`config.mk`:
```
export PLATFORM = sky130hd
export DESIGN_NAME = bm_unit_top
export DESIGN_NICKNAME = d
export VERILOG_FILES = /design/src/verilog/bm_pkg.sv /design/src/verilog/bm_op_decoder.sv /design/src/verilog/bm_issue_stage.sv /design/src/verilog/bm_logic_unit.sv /design/src/verilog/bm_bitcnt_unit.sv /design/src/verilog/bm_result_stage.sv /design/src/verilog/bm_unit_top.sv
export VERILOG_INCLUDE_DIRS = /design/src /design/src/verilog
export SDC_FILE = /design/constraint.sdc
export NUM_CORES = 1
export LEC_CHECK = 0
export BUFFER_PORTS_ARGS = -buffer_cell sky130_fd_sc_hd__buf_2
export CAP_MARGIN = 20
export CORE_MARGIN = 2
export CORE_UTILIZATION = 45
export DETAILED_ROUTE_END_ITERATION = 8
export PLACE_DENSITY = 0.73
export REMOVE_ABC_BUFFERS = 1
export SYNTH_ARGS = -nofsm -noshare
export SYNTH_HDL_FRONTEND = slang
export SYNTH_SLANG_ARGS = --single-unit
```
`constraint.sdc`:
```
create_clock -name clock -period 19.95 [get_ports clock]
set_clock_uncertainty 0.1 [all_clocks]
set_input_delay 1.995 -clock clock [delete_from_list [all_inputs] [get_ports clock]]
set_output_delay 1.995 -clock clock [all_outputs]
set_load 0.02 [all_outputs]
```
`src/verilog/bm_consts.svh`:
```
// Bit-manipulation unit constants
// Word, transaction-id and operation-code widths

`ifndef BM_CONSTS_SVH
`define BM_CONSTS_SVH

`define BM_XLEN          64 // Data word width
`define BM_TRANS_ID_BITS 3  // Scoreboard tag width
`define BM_OP_BITS       5  // Operation code width

`endif

```
`src/verilog/bm_pkg.sv`:
```
// Bit-manipulation unit types
// Operation codes, sub-function codes, data words and tags
`default_nettype none

`include "bm_consts.svh"

package bm_pkg;

	typedef logic [`BM_XLEN-1:0]          bm_word_t;
	typedef logic [`BM_TRANS_ID_BITS-1:0] bm_trans_id_t;

	// Codes 7 and 16 to 31 are free
	typedef enum logic [`BM_OP_BITS-1:0] {
		OP_ANDN  = 5'd0,
		OP_ORN   = 5'd1,
		OP_XNOR  = 5'd2,
		OP_MIN   = 5'd3,
		OP_MAX   = 5'd4,
		OP_MINU  = 5'd5,
		OP_MAXU  = 5'd6,
		OP_CLZ   = 5'd8,
		OP_CLZW  = 5'd9,
		OP_CTZ   = 5'd10,
		OP_CTZW  = 5'd11,
		OP_PCNT  = 5'd12,
		OP_PCNTW = 5'd13,
		OP_SEXTB = 5'd14,
		OP_SEXTH = 5'd15
	} bm_op_e;

	typedef enum logic [3:0] {
		FUNC_ANDN  = 4'h0,
		FUNC_ORN   = 4'h1,
		FUNC_XNOR  = 4'h2,
		FUNC_MIN   = 4'h3,
		FUNC_MAX   = 4'h4,
		FUNC_MINU  = 4'h5,
		FUNC_MAXU  = 4'h6,
		FUNC_CLZ   = 4'h8,
		FUNC_CLZW  = 4'h9,
		FUNC_CTZ   = 4'ha,
		FUNC_CTZW  = 4'hb,
		FUNC_PCNT  = 4'hc,
		FUNC_PCNTW = 4'hd,
		FUNC_SEXTB = 4'he,
		FUNC_SEXTH = 4'hf
	} bm_func_e;

endpackage

`default_nettype wire

```
`src/verilog/bm_op_decoder.sv`:
```
// Bit-manipulation operation decoder
// Sorts an operation code into a sub-unit and picks its sub-function
`timescale 1ns/1ps
`default_nettype none

module bm_op_decoder (
	input  bm_pkg::bm_op_e   operation_i,
	output logic             is_logic_o,
	output logic             is_bitcnt_o,
	output bm_pkg::bm_func_e func_o
);
	import bm_pkg::*;

	always_comb begin
		is_logic_o  = 1'b0;
		is_bitcnt_o = 1'b0;
		func_o      = FUNC_ANDN; // Don't care when no strobe is set
		case (operation_i)
			OP_ANDN: begin
				is_logic_o = 1'b1;
				func_o     = FUNC_ANDN;
			end
			OP_ORN: begin
				is_logic_o = 1'b1;
				func_o     = FUNC_ORN;
			end
			OP_XNOR: begin
				is_logic_o = 1'b1;
				func_o     = FUNC_XNOR;
			end
			OP_MIN: begin
				is_logic_o = 1'b1;
				func_o     = FUNC_MIN;
			end
			OP_MAX: begin
				is_logic_o = 1'b1;
				func_o     = FUNC_MAX;
			end
			OP_MINU: begin
				is_logic_o = 1'b1;
				func_o     = FUNC_MINU;
			end
			OP_MAXU: begin
				is_logic_o = 1'b1;
				func_o     = FUNC_MAXU;
			end
			OP_CLZ: begin
				is_bitcnt_o = 1'b1;
				func_o      = FUNC_CLZ;
			end
			OP_CLZW: begin
				is_bitcnt_o = 1'b1;
				func_o      = FUNC_CLZW;
			end
			OP_CTZ: begin
				is_bitcnt_o = 1'b1;
				func_o      = FUNC_CTZ;
			end
			OP_CTZW: begin
				is_bitcnt_o = 1'b1;
				func_o      = FUNC_CTZW;
			end
			OP_PCNT: begin
				is_bitcnt_o = 1'b1;
				func_o      = FUNC_PCNT;
			end
			OP_PCNTW: begin
				is_bitcnt_o = 1'b1;
				func_o      = FUNC_PCNTW;
			end
			OP_SEXTB: begin
				is_bitcnt_o = 1'b1;
				func_o      = FUNC_SEXTB;
			end
			OP_SEXTH: begin
				is_bitcnt_o = 1'b1;
				func_o      = FUNC_SEXTH;
			end
			default: begin
				is_logic_o  = 1'b0; // Unknown code, dropped by the issue stage
				is_bitcnt_o = 1'b0;
			end
		endcase
	end

endmodule

`default_nettype wire

```
`src/verilog/bm_issue_stage.sv`:
```
// Bit-manipulation issue stage
// Registers operands and tag on acceptance, starts the decoded sub-unit
// and holds off new input until that sub-unit delivers
`timescale 1ns/1ps
`default_nettype none

module bm_issue_stage (
	input  logic                 clock,
	input  logic                 clear_i,
	input  logic                 valid_i,
	input  logic                 is_logic_i,
	input  logic                 is_bitcnt_i,
	input  bm_pkg::bm_func_e     func_i,
	input  bm_pkg::bm_word_t     operand_a_i,
	input  bm_pkg::bm_word_t     operand_b_i,
	input  bm_pkg::bm_trans_id_t trans_id_i,
	input  logic                 unit_done_i,
	output logic                 ready_o,
	output logic                 logic_start_o,
	output logic                 bitcnt_start_o,
	output bm_pkg::bm_func_e     func_o,
	output bm_pkg::bm_word_t     rs1_o,
	output bm_pkg::bm_word_t     rs2_o,
	output bm_pkg::bm_trans_id_t trans_id_o
);
	logic accept;
	logic busy;
	logic busy_q;

	assign accept = valid_i && ready_o;

	// Busy from start until the unit's done strobe
	always_comb begin
		busy = busy_q;
		if (logic_start_o || bitcnt_start_o)
			busy = 1'b1;
		if (unit_done_i)
			busy = 1'b0; // Frees the input in the done cycle
	end

	assign ready_o = !busy;

	always_ff @(posedge clock) begin
		if (clear_i) begin
			logic_start_o  <= 1'b0;
			bitcnt_start_o <= 1'b0;
			busy_q         <= 1'b0;
		end else begin
			logic_start_o  <= accept && is_logic_i;
			bitcnt_start_o <= accept && is_bitcnt_i; // No strobe for unknown codes
			busy_q         <= busy;
		end
	end

	always_ff @(posedge clock) begin
		if (accept) begin
			func_o     <= func_i;
			rs1_o      <= operand_a_i;
			rs2_o      <= operand_b_i;
			trans_id_o <= trans_id_i; // Held until the result stage takes it
		end
	end

endmodule

`default_nettype wire

```
`src/verilog/bm_logic_unit.sv`:
```
// Logic/compare sub-unit
// ANDN, ORN, XNOR and signed or unsigned MIN/MAX, one registered cycle
`timescale 1ns/1ps
`default_nettype none

module bm_logic_unit (
	input  logic             clock,
	input  logic             clear_i,
	input  logic             start_i,
	input  bm_pkg::bm_func_e func_i,
	input  bm_pkg::bm_word_t rs1_i,
	input  bm_pkg::bm_word_t rs2_i,
	output logic             done_o,
	output bm_pkg::bm_word_t result_o
);
	import bm_pkg::*;

	bm_word_t value;
	logic     lt_signed;
	logic     lt_unsigned;

	assign lt_signed   = $signed(rs1_i) < $signed(rs2_i);
	assign lt_unsigned = rs1_i < rs2_i;

	always_comb begin
		case (func_i)
			FUNC_ANDN: value = rs1_i & ~rs2_i;
			FUNC_ORN:  value = rs1_i | ~rs2_i;
			FUNC_XNOR: value = ~(rs1_i ^ rs2_i);
			FUNC_MIN:  value = lt_signed ? rs1_i : rs2_i;
			FUNC_MAX:  value = lt_signed ? rs2_i : rs1_i;
			FUNC_MINU: value = lt_unsigned ? rs1_i : rs2_i;
			FUNC_MAXU: value = lt_unsigned ? rs2_i : rs1_i;
			default:   value = '0;
		endcase
	end

	always_ff @(posedge clock) begin
		if (clear_i)
			done_o <= 1'b0;
		else
			done_o <= start_i;
	end

	always_ff @(posedge clock) begin
		if (start_i)
			result_o <= value;
	end

endmodule

`default_nettype wire

```
`src/verilog/bm_bitcnt_unit.sv`:
```
// Bit-count sub-unit
// Leading and trailing zero count, population count and byte or
// halfword sign extension, one registered cycle
`timescale 1ns/1ps
`default_nettype none

`include "bm_consts.svh"

module bm_bitcnt_unit (
	input  logic             clock,
	input  logic             clear_i,
	input  logic             start_i,
	input  bm_pkg::bm_func_e func_i,
	input  bm_pkg::bm_word_t rs1_i,
	output logic             done_o,
	output bm_pkg::bm_word_t result_o
);
	import bm_pkg::*;

	localparam int CNT_W = $clog2(`BM_XLEN) + 1; // Holds 0 to 64

	logic [CNT_W-1:0] clz_d, ctz_d, pcnt_d;
	logic [CNT_W-2:0] clz_w, ctz_w, pcnt_w; // Low 32-bit forms
	bm_word_t         value;

	always_comb begin
		clz_d  = CNT_W'(`BM_XLEN);
		ctz_d  = CNT_W'(`BM_XLEN);
		pcnt_d = '0;
		for (int i = 0; i < `BM_XLEN; i++) begin
			if (rs1_i[i])
				clz_d = CNT_W'(`BM_XLEN - 1 - i); // Highest set bit wins
			pcnt_d = pcnt_d + CNT_W'(rs1_i[i]);
		end
		for (int i = `BM_XLEN - 1; i >= 0; i--) begin
			if (rs1_i[i])
				ctz_d = CNT_W'(i); // Lowest set bit wins
		end
	end

	always_comb begin
		clz_w  = (CNT_W-1)'(`BM_XLEN / 2);
		ctz_w  = (CNT_W-1)'(`BM_XLEN / 2);
		pcnt_w = '0;
		for (int i = 0; i < `BM_XLEN / 2; i++) begin
			if (rs1_i[i])
				clz_w = (CNT_W-1)'(`BM_XLEN / 2 - 1 - i);
			pcnt_w = pcnt_w + (CNT_W-1)'(rs1_i[i]);
		end
		for (int i = `BM_XLEN / 2 - 1; i >= 0; i--) begin
			if (rs1_i[i])
				ctz_w = (CNT_W-1)'(i);
		end
	end

	always_comb begin
		case (func_i)
			FUNC_CLZ:   value = bm_word_t'(clz_d);
			FUNC_CLZW:  value = bm_word_t'(clz_w);
			FUNC_CTZ:   value = bm_word_t'(ctz_d);
			FUNC_CTZW:  value = bm_word_t'(ctz_w);
			FUNC_PCNT:  value = bm_word_t'(pcnt_d);
			FUNC_PCNTW: value = bm_word_t'(pcnt_w);
			FUNC_SEXTB: value = {{(`BM_XLEN-8){rs1_i[7]}}, rs1_i[7:0]};
			FUNC_SEXTH: value = {{(`BM_XLEN-16){rs1_i[15]}}, rs1_i[15:0]};
			default:    value = '0;
		endcase
	end

	always_ff @(posedge clock) begin
		if (clear_i)
			done_o <= 1'b0;
		else
			done_o <= start_i;
	end

	always_ff @(posedge clock) begin
		if (start_i)
			result_o <= value;
	end

endmodule

`default_nettype wire

```
`src/verilog/bm_result_stage.sv`:
```
// Bit-manipulation result stage
// Picks the finished sub-unit's value, logic unit first, and registers it
// with the issue-stage tag for a one-cycle valid
`timescale 1ns/1ps
`default_nettype none

module bm_result_stage (
	input  logic                 clock,
	input  logic                 clear_i,
	input  logic                 logic_done_i,
	input  logic                 bitcnt_done_i,
	input  bm_pkg::bm_word_t     logic_result_i,
	input  bm_pkg::bm_word_t     bitcnt_result_i,
	input  bm_pkg::bm_trans_id_t trans_id_i,
	output logic                 unit_done_o,
	output logic                 valid_o,
	output bm_pkg::bm_word_t     result_o,
	output bm_pkg::bm_trans_id_t trans_id_o
);
	assign unit_done_o = logic_done_i || bitcnt_done_i;

	always_ff @(posedge clock) begin
		if (clear_i)
			valid_o <= 1'b0;
		else
			valid_o <= unit_done_o; // Single cycle, nothing stalls it
	end

	always_ff @(posedge clock) begin
		if (unit_done_o) begin
			if (logic_done_i)
				result_o <= logic_result_i;
			else
				result_o <= bitcnt_result_i;
			trans_id_o <= trans_id_i;
		end
	end

endmodule

`default_nettype wire

```
`src/verilog/bm_unit_top.sv`:
```
// Bit-manipulation functional unit, top level
// Decoder, issue stage, logic and bit-count sub-units and result stage
// Flush clears the pipeline like reset
`timescale 1ns/1ps
`default_nettype none

module bm_unit_top (
	input  logic                 clock,
	input  logic                 reset,
	input  logic                 flush_i,
	input  logic                 valid_i,
	input  bm_pkg::bm_op_e       operation_i,
	input  bm_pkg::bm_word_t     operand_a_i,
	input  bm_pkg::bm_word_t     operand_b_i,
	input  bm_pkg::bm_trans_id_t trans_id_i,
	output logic                 ready_o,
	output logic                 valid_o,
	output bm_pkg::bm_word_t     result_o,
	output bm_pkg::bm_trans_id_t trans_id_o
);
	import bm_pkg::*;

	logic         clear;
	logic         is_logic, is_bitcnt;
	bm_func_e     dec_func, iss_func;
	logic         logic_start, bitcnt_start;
	bm_word_t     rs1, rs2;
	bm_trans_id_t iss_trans_id;
	logic         logic_done, bitcnt_done, unit_done;
	bm_word_t     logic_result, bitcnt_result;

	assign clear = reset || flush_i; // Flush drops everything in flight

	bm_op_decoder u_decoder (
		.operation_i (operation_i),
		.is_logic_o  (is_logic),
		.is_bitcnt_o (is_bitcnt),
		.func_o      (dec_func)
	);

	bm_issue_stage u_issue (
		.clock          (clock),
		.clear_i        (clear),
		.valid_i        (valid_i),
		.is_logic_i     (is_logic),
		.is_bitcnt_i    (is_bitcnt),
		.func_i         (dec_func),
		.operand_a_i    (operand_a_i),
		.operand_b_i    (operand_b_i),
		.trans_id_i     (trans_id_i),
		.unit_done_i    (unit_done),
		.ready_o        (ready_o),
		.logic_start_o  (logic_start),
		.bitcnt_start_o (bitcnt_start),
		.func_o         (iss_func),
		.rs1_o          (rs1),
		.rs2_o          (rs2),
		.trans_id_o     (iss_trans_id)
	);

	bm_logic_unit u_logic (
		.clock    (clock),
		.clear_i  (clear),
		.start_i  (logic_start),
		.func_i   (iss_func),
		.rs1_i    (rs1),
		.rs2_i    (rs2),
		.done_o   (logic_done),
		.result_o (logic_result)
	);

	bm_bitcnt_unit u_bitcnt (
		.clock    (clock),
		.clear_i  (clear),
		.start_i  (bitcnt_start),
		.func_i   (iss_func),
		.rs1_i    (rs1),
		.done_o   (bitcnt_done),
		.result_o (bitcnt_result)
	);

	bm_result_stage u_result (
		.clock           (clock),
		.clear_i         (clear),
		.logic_done_i    (logic_done),
		.bitcnt_done_i   (bitcnt_done),
		.logic_result_i  (logic_result),
		.bitcnt_result_i (bitcnt_result),
		.trans_id_i      (iss_trans_id),
		.unit_done_o     (unit_done),
		.valid_o         (valid_o),
		.result_o        (result_o),
		.trans_id_o      (trans_id_o)
	);

endmodule

`default_nettype wire

```
# Yosys cells after proc, flatten, opt, wreduce, memory -nomap -nowiden
# Index checks and enable logic that the tools add are counted.
dict set report word_totals {
  inputBits 140
  out_inout_bits 69
  ff_bits 336
  elab_cells 358
}
dict set report classes {
  n_lt_le_gt_ge 2
  reduce_logical 11
  add_sub_neg 94
  muxes 204
  eq_ne 28
  bitwise 5
}
# operator count
set ops {}
lappend ops {{7-bit 2-to-1 mux} 128}
lappend ops {{64-bit one-hot mux with 8 select lines} 1}
lappend ops {{64-bit one-hot mux with 7 select lines} 1}
lappend ops {{7-bit by 1-bit adder with 7-bit output} 62}
lappend ops {{6-bit 2-to-1 mux} 64}
lappend ops {{64-bit 2-to-1 mux} 5}
lappend ops {{6-bit by 1-bit adder with 6-bit output} 30}
lappend ops {{64-bit less-than comparator} 2}
lappend ops {{64-bit inverter} 2}
lappend ops {{64-bit bitwise AND} 1}
lappend ops {{64-bit bitwise OR} 1}
lappend ops {{64-bit bitwise XOR} 1}
lappend ops {{4-bit one-hot mux with 14 select lines} 1}
lappend ops {{5-bit by 4-bit == test with 1-bit output (second input constant)} 8}
lappend ops {{4-bit == test (second input constant)} 8}
lappend ops {{5-bit by 3-bit == test with 1-bit output (second input constant)} 3}
lappend ops {{4-bit by 3-bit == test with 1-bit output (second input constant)} 3}
lappend ops {{5-bit by 2-bit == test with 1-bit output (second input constant)} 2}
lappend ops {{4-bit by 2-bit == test with 1-bit output (second input constant)} 2}
lappend ops {{8-bit OR reduction} 1}
lappend ops {{7-bit OR reduction} 1}
lappend ops {{5-bit by 1-bit == test with 1-bit output (second input constant)} 1}
lappend ops {{5-bit zero test} 1}
lappend ops {{1-bit by 1-bit adder with 2-bit output} 2}
lappend ops {{6 further kinds} 13}

# Depth between registers and ports, before layout
# Gate-level depths: netlist of run 1.
dict set report depth {
  ltp_word 65
  depth_mapped 24
}

# Modules after synthesis
# From an unflattened synthesis of run 1, not the netlist that was laid out.
dict set report unflattened {
  cells_unflattened 1869
  hier_area_um2 20537.2
}
# module instances area_each_um2 cells_per_inst
set modules_own_cells {}
lappend modules_own_cells {bm_logic_unit 1 8152.8 975}
lappend modules_own_cells {bm_bitcnt_unit 1 5167.5 594}
lappend modules_own_cells {bm_issue_stage 1 4170.2 147}
lappend modules_own_cells {bm_result_stage 1 2977.9 141}
lappend modules_own_cells {bm_op_decoder 1 62.6 11}
lappend modules_own_cells {bm_unit_top 1 6.3 1}

# Worst setup path after synthesis of run 1
# OpenSTA, ideal clock, no wires.
dict set report synth_path {
  kind {register to register}
  from {register u_issue.rs1_o[0]}
  to {register u_bitcnt.result_o[1] (data pin)}
  synth_period_minus_slack_ps 6640
  n_path_buf 0
  setup_ps 263
  setup_slack_ps 13310
  arrival_ps 6277
  required_time_ps 19587
  stages_incl_launch_ff 21
  cell_sequence {edfxtp_1 > inv_1 > ha_1 > inv_1 > fa_1 > fa_1 > fa_1 > fa_1 > fa_1 > fa_1 > fa_1 > fa_1 > fa_1 > fa_1 > a211oi_1 > a21oi_1 > o21ai_0 > a21oi_1 > nand4_1 > a31oi_1 > o21ai_0}
}
dict set report synth_between {
  elab_chain_len 65
}
# element line_no
set synth_rtl {}
lappend synth_rtl {{start, declared} bm_issue_stage.sv:22} ;# output bm_pkg::bm_word_t rs1_o,
lappend synth_rtl {{start signal, assigned} bm_issue_stage.sv:58} ;# rs1_o <= operand_a_i;
lappend synth_rtl {{parallel branches: the longest is 64 deep, another holds 7-bit by 1-bit adder with 7-bit output} --}
lappend synth_rtl {{64-bit one-hot mux with 8 select lines *} bm_bitcnt_unit.sv:57} ;# case (func_i)
lappend synth_rtl {{net u_bitcnt.value[1]} bm_bitcnt_unit.sv:24} ;# bm_word_t value;
lappend synth_rtl {{end signal, assigned} bm_bitcnt_unit.sv:79} ;# result_o <= value;
lappend synth_rtl {{end, declared} bm_bitcnt_unit.sv:16} ;# output bm_pkg::bm_word_t result_o
# Mark *: on every way through the listed nets, which the timed path passes.
# A chain may end at the register's enable or synchronous reset.

# Final worst setup path of run 1
dict set report layout_path {
  from {register u_issue.rs1_o[1]}
  to {register u_bitcnt.result_o[1] (data pin)}
}
dict set report layout_between {
  elab_chain_len 64
}
# element line_no
set layout_rtl {}
lappend layout_rtl {{1-bit by 1-bit adder with 2-bit output / 7-bit 2-to-1 mux (equally long branches)} {bm_bitcnt_unit.sv:33, bm_bitcnt_unit.sv:48, bm_bitcnt_unit.sv:31}}
lappend layout_rtl {{7-bit by 1-bit adder with 7-bit output / 7-bit 2-to-1 mux (equally long branches) (62 in series)} {bm_bitcnt_unit.sv:33, bm_bitcnt_unit.sv:31}}
lappend layout_rtl {{64-bit one-hot mux with 8 select lines *} bm_bitcnt_unit.sv:57}
lappend layout_rtl {{net u_bitcnt.value[1]} bm_bitcnt_unit.sv:24}
# Mark *: on every way through the listed nets, which the timed path passes. The rest lies on a longest branch.

==> results of run 1 <==
-- logic make-up (layout without fill, tap and decap cells) --
| family | Yosys count | in the layout | share of synthesized area [%] |
|---|---|---|---|
| AO/OA/AOI/OAI | 395 | 395 | 16.1 |
| AND/OR/NAND/NOR | 319 | 319 | 8.17 |
| adder cells (fa/ha/maj) | 224 | 224 | 19.1 |
| XOR/XNOR | 8 | 8 | 0.400 |
| multiplexers | 19 | 19 | 1.20 |
| buffers and inverters | 262 | 484 | 5.96 |
| flip-flops | 288 | 288 | 49.0 |
-- cell usage in the layout (no fill, tap or decap), types with 5 or more instances in the layout --
cell type	n
clkinvlp_4	6
nor2b_1	8
a311oi_1	5
o21ai_0	99
buf_2	208
nor4_1	17
o31ai_1	16
and3_1	7
nor2_1	69
clkinv_2	5
a21boi_0	6
nand2_1	148
nor3_1	14
a22oi_1	65
a21o_1	11
a21oi_1	57
clkbuf_16	31
inv_1	201
a211oi_1	15
edfxtp_1	282
o211ai_1	6
fa_1	73
o2111ai_1	5
buf_4	13
nand4_1	12
a221o_1	65
ha_1	151
o221ai_1	6
nand3_1	19
nand2b_1	5
mux2_2	16
-- metal layers --
| layer | routed length (microns) | track usage [%] |
|---|---|---|
| met1 | 22500 | 35.5 |
| met2 | 23100 | 39.5 |
| met3 | 3650 | 3.79 |
| met4 | 1070 | 6.04 |
| met5 | 9 | 0 |
-- worst min-delay path by stage --
stage,start,to,slack [ns],depth (start not counted)
CTS,u_issue.trans_id_o[2],u_result.trans_id_o[2],0.33,0
floorplan,u_issue.trans_id_o[0],u_result.trans_id_o[0],0.30,0
global route,u_issue.trans_id_o[0],u_result.trans_id_o[0],0.34,0
global placement,u_issue.trans_id_o[1],u_result.trans_id_o[1],0.30,0
finish,u_issue.trans_id_o[2],u_result.trans_id_o[2],0.33,0
detailed placement,u_issue.trans_id_o[2],u_result.trans_id_o[2],0.31,0
-- cell usage after synthesis, types with 18 or more instances --
master	number	share of area, %
a21oi_1	57	1.6
a221o_1	65	3.7
a22oi_1	65	2.8
clkbuf_1	45	0.96
edfxtp_1	282	48
fa_1	73	8.3
ha_1	151	11
inv_1	203	4.4
nand2_1	148	3.2
nand3_1	19	0.54
nor2_1	69	1.5
nor4_1	18	0.64
o21ai_0	99	2.8
-- state kept, by name, summed over array words and instances (netlist names), 3 cells and up --
name	count
u_issue.func_o	4
u_issue.rs1_o	64
u_result.trans_id_o	3
u_result.result_o	64
u_issue.rs2_o	64
u_logic.result_o	64
u_bitcnt.result_o	16
u_issue.trans_id_o	3
-- power by group --
part	internal [mW]	leakage [nW]	switching (mW)	total, mW
clock	0.318	0.479	0.248	0.566
sequential	0.697	2.73	0.0328	0.730
combinational	0.684	5.19	0.839	1.52
total	1.70	8.40	1.12	2.82
-- cell type report --
cell class / count / area [sq um]
clock buffer: 35 / 801
clock inverter: 23 / 208
fill: 3408 / 18500
inverter: 204 / 771
multi-input combinational: 965 / 7910
sequential: 288 / 8590
tap: 518 / 648
timing repair buffer: 222 / 1160
-- metrics by stage --
stage                     cell area, sq um  setup slack (ns)
final                                20100             12.66
after global routing                 20100             12.36
after CTS                            20100             12.65
after detailed placement             19100             12.70
after global placement               19100             12.73
after floorplan                      17200             13.29
-- critical path: cells and delay by family (launching register included) --
family | cells | cell delay, ns
AO/OA/AOI/OAI | 6 | 0.80
adder cells (fa/ha/maj) | 11 | 5.23
buffers and inverters | 2 | 0.25
flip-flops | 1 | 0.55
AND/OR/NAND/NOR | 1 | 0.10
==> results.tsv, run 1 <==
metric	value	unit
Setup Buffers After CTS	0	
synthesized area	0.0175	sq mm
Yosys reg bits	288	
CTS H-Tree Depth	1	
Setup crit start	u_issue.rs1_o[1]	
Worst path max stage delay	0.56	ns
CP required	20.17	ns
Synth Area per Inst	11.6	sq um
initial antenna violation count	2	
CTS tree	done	
worst hold path class	reg -> reg	
fin. max-slew vios	0	
Tcrit/Tclk final	36.6	%
RSZ-0062 raised after global routing	false	
Slew HR	26.9	%
Top Ports	209	
Cell variety after synth	67	
end of the critical path	u_bitcnt.result_o[1]	
most frequent CP cell	fa_1	
gr ovfl total	0	
clk sinks	288	
wire length per cell	22.3	microns
Reg2Reg Depth	20	
R2R Path End	u_bitcnt.result_o[1]	
Via density	5.74	
Area Overhead vs Synth	14.7	%
final wirelength	50200	microns
fin nets	2076	
fin cells	2255	
Reg clk slew, reported paths	0.07	ns
DRT iter0 DRCs	1125	
Total Power	2.82	mW
Data arrival, critical path	7.51	ns
largest net degree at the start of global routing	78	
antenna cell count	0	
worst reg2reg path startpoint	u_issue.rs1_o[1]	
Post-synth EDFFs	282	
fin util	52.1	%
Hold Buf Count CTS	0	
Worst path slowest cell	fa_1	
CP Max Fanout	8	
global-route wire length before repair	77100	microns
number of global-route vias before repair	13073	
Crit. End Element	flop	
Max Cap Viol	0	
total die area	0.0405	sq mm
share of cells above drive strength 1	18.0	%
starting density of the core	45.4	%
Cell Pwr Density	140	mW/mm^2
status	finished, final reports clean	
post-synthesis sequential area ratio	49.0	%
Skew-Pair Late Insertion Delay	0.58	ns
drt pass-1 iters	5	
DRC	0	
critical path class	reg -> reg	
Rows	72	
Setup Viol. Count Final	0	
core area	0.0386	sq mm
measured slew at the worst slew-check pin	1.10	ns
CTS Buf Count	31	
Buffers on Ports	208	
RePlAce Congestion	0.985	
asr flop ratio synth	0	%
Critical Path, Cell by Cell	inv_1, ha_1, inv_1, fa_1, fa_1, fa_1, fa_1, fa_1, fa_1, fa_1, fa_1, fa_1, fa_1, a211oi_1, a21oi_1, o21ai_0, a21oi_1, nand4_1, a31oi_1, o21ai_0	
Max Clk Rate	137	MHz
Setup TNS	0	ns
DP HPWL	37300	microns
via count	12950	
# resized after CTS	0	
Die H	201	microns
Post-Syn Instances	1515	
clk buf depth	3	
Placed Cells	2196	
dominant synthesized flop cell	edfxtp_1	
final worst path period need	7.29	ns
hold slack final	0.325	ns
Worst VDD drop	0.274	mV
Root Buffer	clkbuf_16	
ANT nets after route	0	
DIE WIDTH	201	microns
Startpoint Class	flop	
synth warn	0	
Reg2Reg Setup Slack	12.66	ns
All-Layer GR Usage	24.7	%
leakage power	8.40	nW
Final Hold Vio Count	0	
(Power assumes the default switching activity.)
==> run 2, diff against run 1 <==
--- a/config.mk
+++ b/config.mk
@@ -11,7 +11,7 @@
 export CORE_MARGIN = 2
 export CORE_UTILIZATION = 45
 export DETAILED_ROUTE_END_ITERATION = 8
-export PLACE_DENSITY = 0.73
+export PLACE_DENSITY = 0.76
 export REMOVE_ABC_BUFFERS = 1
 export SYNTH_ARGS = -nofsm -noshare
 export SYNTH_HDL_FRONTEND = slang
==> constraint.sdc (replaced) <==
create_clock -name clock -period 6.35 [get_ports clock]
set_clock_uncertainty 0.1 [all_clocks]
set_input_delay 0.635 -clock clock [delete_from_list [all_inputs] [get_ports clock]]
set_output_delay 0.635 -clock clock [all_outputs]
set_load 0.02 [all_outputs]
==> run 2 against run 1 <==
The run now ends with setup timing left. Flip-flop and latch count stayed put. First-iteration DRC count is 13% higher. Sequential power grew to 3.1 times the previous value.
==> results.tsv, run 2 (synthesis results as in run 1) <==
metric	value	unit
status	finished with violations	
RePlAce Congestion	0.932	
Reg2Reg Depth	20	
R2R Path End	u_bitcnt.result_o[1]	
Top delay family on crit path	adder cells	
total die area	0.0405	sq mm
Data arrival, critical path	7.05	ns
violated checks	setup timing	
Rows	72	
clk sinks	288	
largest net degree at the start of global routing	66	
Setup Viol. Count Final	7	
most frequent CP cell	fa_1	
Setup crit start	u_issue.rs1_o[0]	
Skew-Pair Late Insertion Delay	0.55	ns
fin nets	2161	
final wirelength	52900	microns
Placement Cell Area	0.0197	sq mm
leakage power	8.92	nW
worst slack, placed	-0.574	ns
most frequent cells in the layout	282 x edfxtp_1, 208 x buf_2, 198 x inv_1	
Worst path slowest cell	fa_2	
worst reg2reg path startpoint	u_issue.rs1_o[0]	
gr ovfl total	0	
CTS Buf Count	34	
DRC	0	
Top Ports	209	
Root Buffer	clkbuf_16	
wire length per cell	22.6	microns
antenna cell count	0	
worst hold path class	in -> reg	
Via density	5.74	
design area	0.0210	sq mm
Crit. End Element	flop	
critical path class	reg -> reg	
fin. max-slew vios	0	
Worst VDD drop	0.805	mV
share of cells above drive strength 1	22.8	%
Reg2Reg Setup Slack	-0.51	ns
Slew HR	29.2	%
number of global-route vias before repair	13516	
initial antenna violation count	1	
Die H	201	microns
CP Buf/Inv Count	2	
DP HPWL	39600	microns
Register Area	0.00859	sq mm
Hold Buf Count CTS	0	
Cell Pwr Density	489	mW/mm^2
CP required	6.54	ns
starting density of the core	45.4	%
via count	13442	
ANT nets after route	0	
critical path depth in cells	20	
Max Cap Viol	0	
Tcrit/Tclk final	108	%
Worst path max stage delay	0.60	ns
CTS tree	done	
Area Overhead vs Synth	20.0	%
RSZ-0062 raised after global routing	true	
most common cell after layout, fill and taps aside	edfxtp_1	
DIE WIDTH	201	microns
global-route wire length before repair	80200	microns
All-Layer GR Usage	26.1	%
Total Power	10.3	mW
# fillers	3335	
Max Clk Rate	146	MHz
DRT iter0 DRCs	1271	
CTS H-Tree Depth	2	
Reg clk slew, reported paths	0.06	ns
clk buf depth	3	
final worst path period need	6.86	ns
Final Hold Vio Count	0	
measured slew at the worst slew-check pin	1.05	ns
Buffers on Ports	208	
area of the multi-input gates	0.00797	sq mm
CP Max Fanout	2	
end of the critical path	u_bitcnt.result_o[1]	
Startpoint Class	flop	
drt pass-1 iters	6	
core area	0.0386	sq mm
Critical Path, Cell by Cell	inv_2, ha_4, inv_2, fa_2, fa_1, fa_1, fa_1, fa_1, fa_1, fa_1, fa_1, fa_2, fa_2, a211oi_1, a21oi_1, o21ai_1, a21oi_1, nand4_1, a31oi_1, o21ai_1	
setup ws final	-0.508	ns
[run 2: what timing repair did]
action                     CTS  global route
resized for setup           10            16
buffers inserted             0             1
pin swaps                   12             6
setup endpoints to repair    7             7
[run 2: worst reg2reg max path, cell delays in order (launching register included)]
cell and delay [ns]:
edfxtp_1 0.37, inv_2 0.07, ha_4 0.25, inv_2 0.03
fa_2 0.60, fa_1 0.45, fa_1 0.54, fa_1 0.45
fa_1 0.53, fa_1 0.45, fa_1 0.54, fa_1 0.44
fa_2 0.38, fa_2 0.54, a211oi_1 0.07, a21oi_1 0.15
o21ai_1 0.07, a21oi_1 0.16, nand4_1 0.10, a31oi_1 0.21
o21ai_1 0.09
[run 2: layout make-up]
type	instances	area share, %
inverters	204	3.67
clock inverters	18	1.01
clock buffers	44	4.73
repair buffers	304	8.69
well taps	518	3.08
multi-input cells	965	37.9
flip-flops and latches	288	40.9
[run 2: per-layer routing]
metal / vias up / track usage, % / share of wire (%)
met5: - / 0 / 0
met4: 0 / 7.04 / 2.0
met3: 67 / 4.16 / 7.5
met2: 622 / 41.9 / 46
met1: 6628 / 36.9 / 44
li1: 6125 / - / -
[run 2: per-stage QoR]
stage               hold WS (ns)  cells  utilization (%)  TNS, ns
finish                     0.158   2341             54.5    -1.65
global route               0.150   2341             54.5    -2.85
CTS                        0.141   2337             54.1    -1.53
detailed placement         0.305   2275             51.0    -2.39
global placement           0.303   2275             51.0    -2.18
floorplan                  0.300   1457                -    -1.06
[run 2: where the power goes]
group | switching (mW) | total, mW | internal [mW]
clock network | 0.814 | 2.09 | 1.28
logic | 3.07 | 5.92 | 2.85
registers | 0.0651 | 2.25 | 2.19
[run 2: worst min-delay path by stage]
stage,from,end,slack [ns],depth (start not counted)
2_1_floorplan,u_issue.trans_id_o[0],u_result.trans_id_o[0],0.30,0
3_3_place_gp,u_issue.trans_id_o[1],u_result.trans_id_o[1],0.30,0
3_5_place_dp,u_issue.trans_id_o[2],u_result.trans_id_o[2],0.30,0
4_1_cts,operand_b_i[19],u_issue.rs2_o[19],0.14,1
5_1_grt,operand_b_i[3],u_issue.rs2_o[3],0.15,1
6_report,operation_i[3],u_issue.logic_start_o,0.16,2
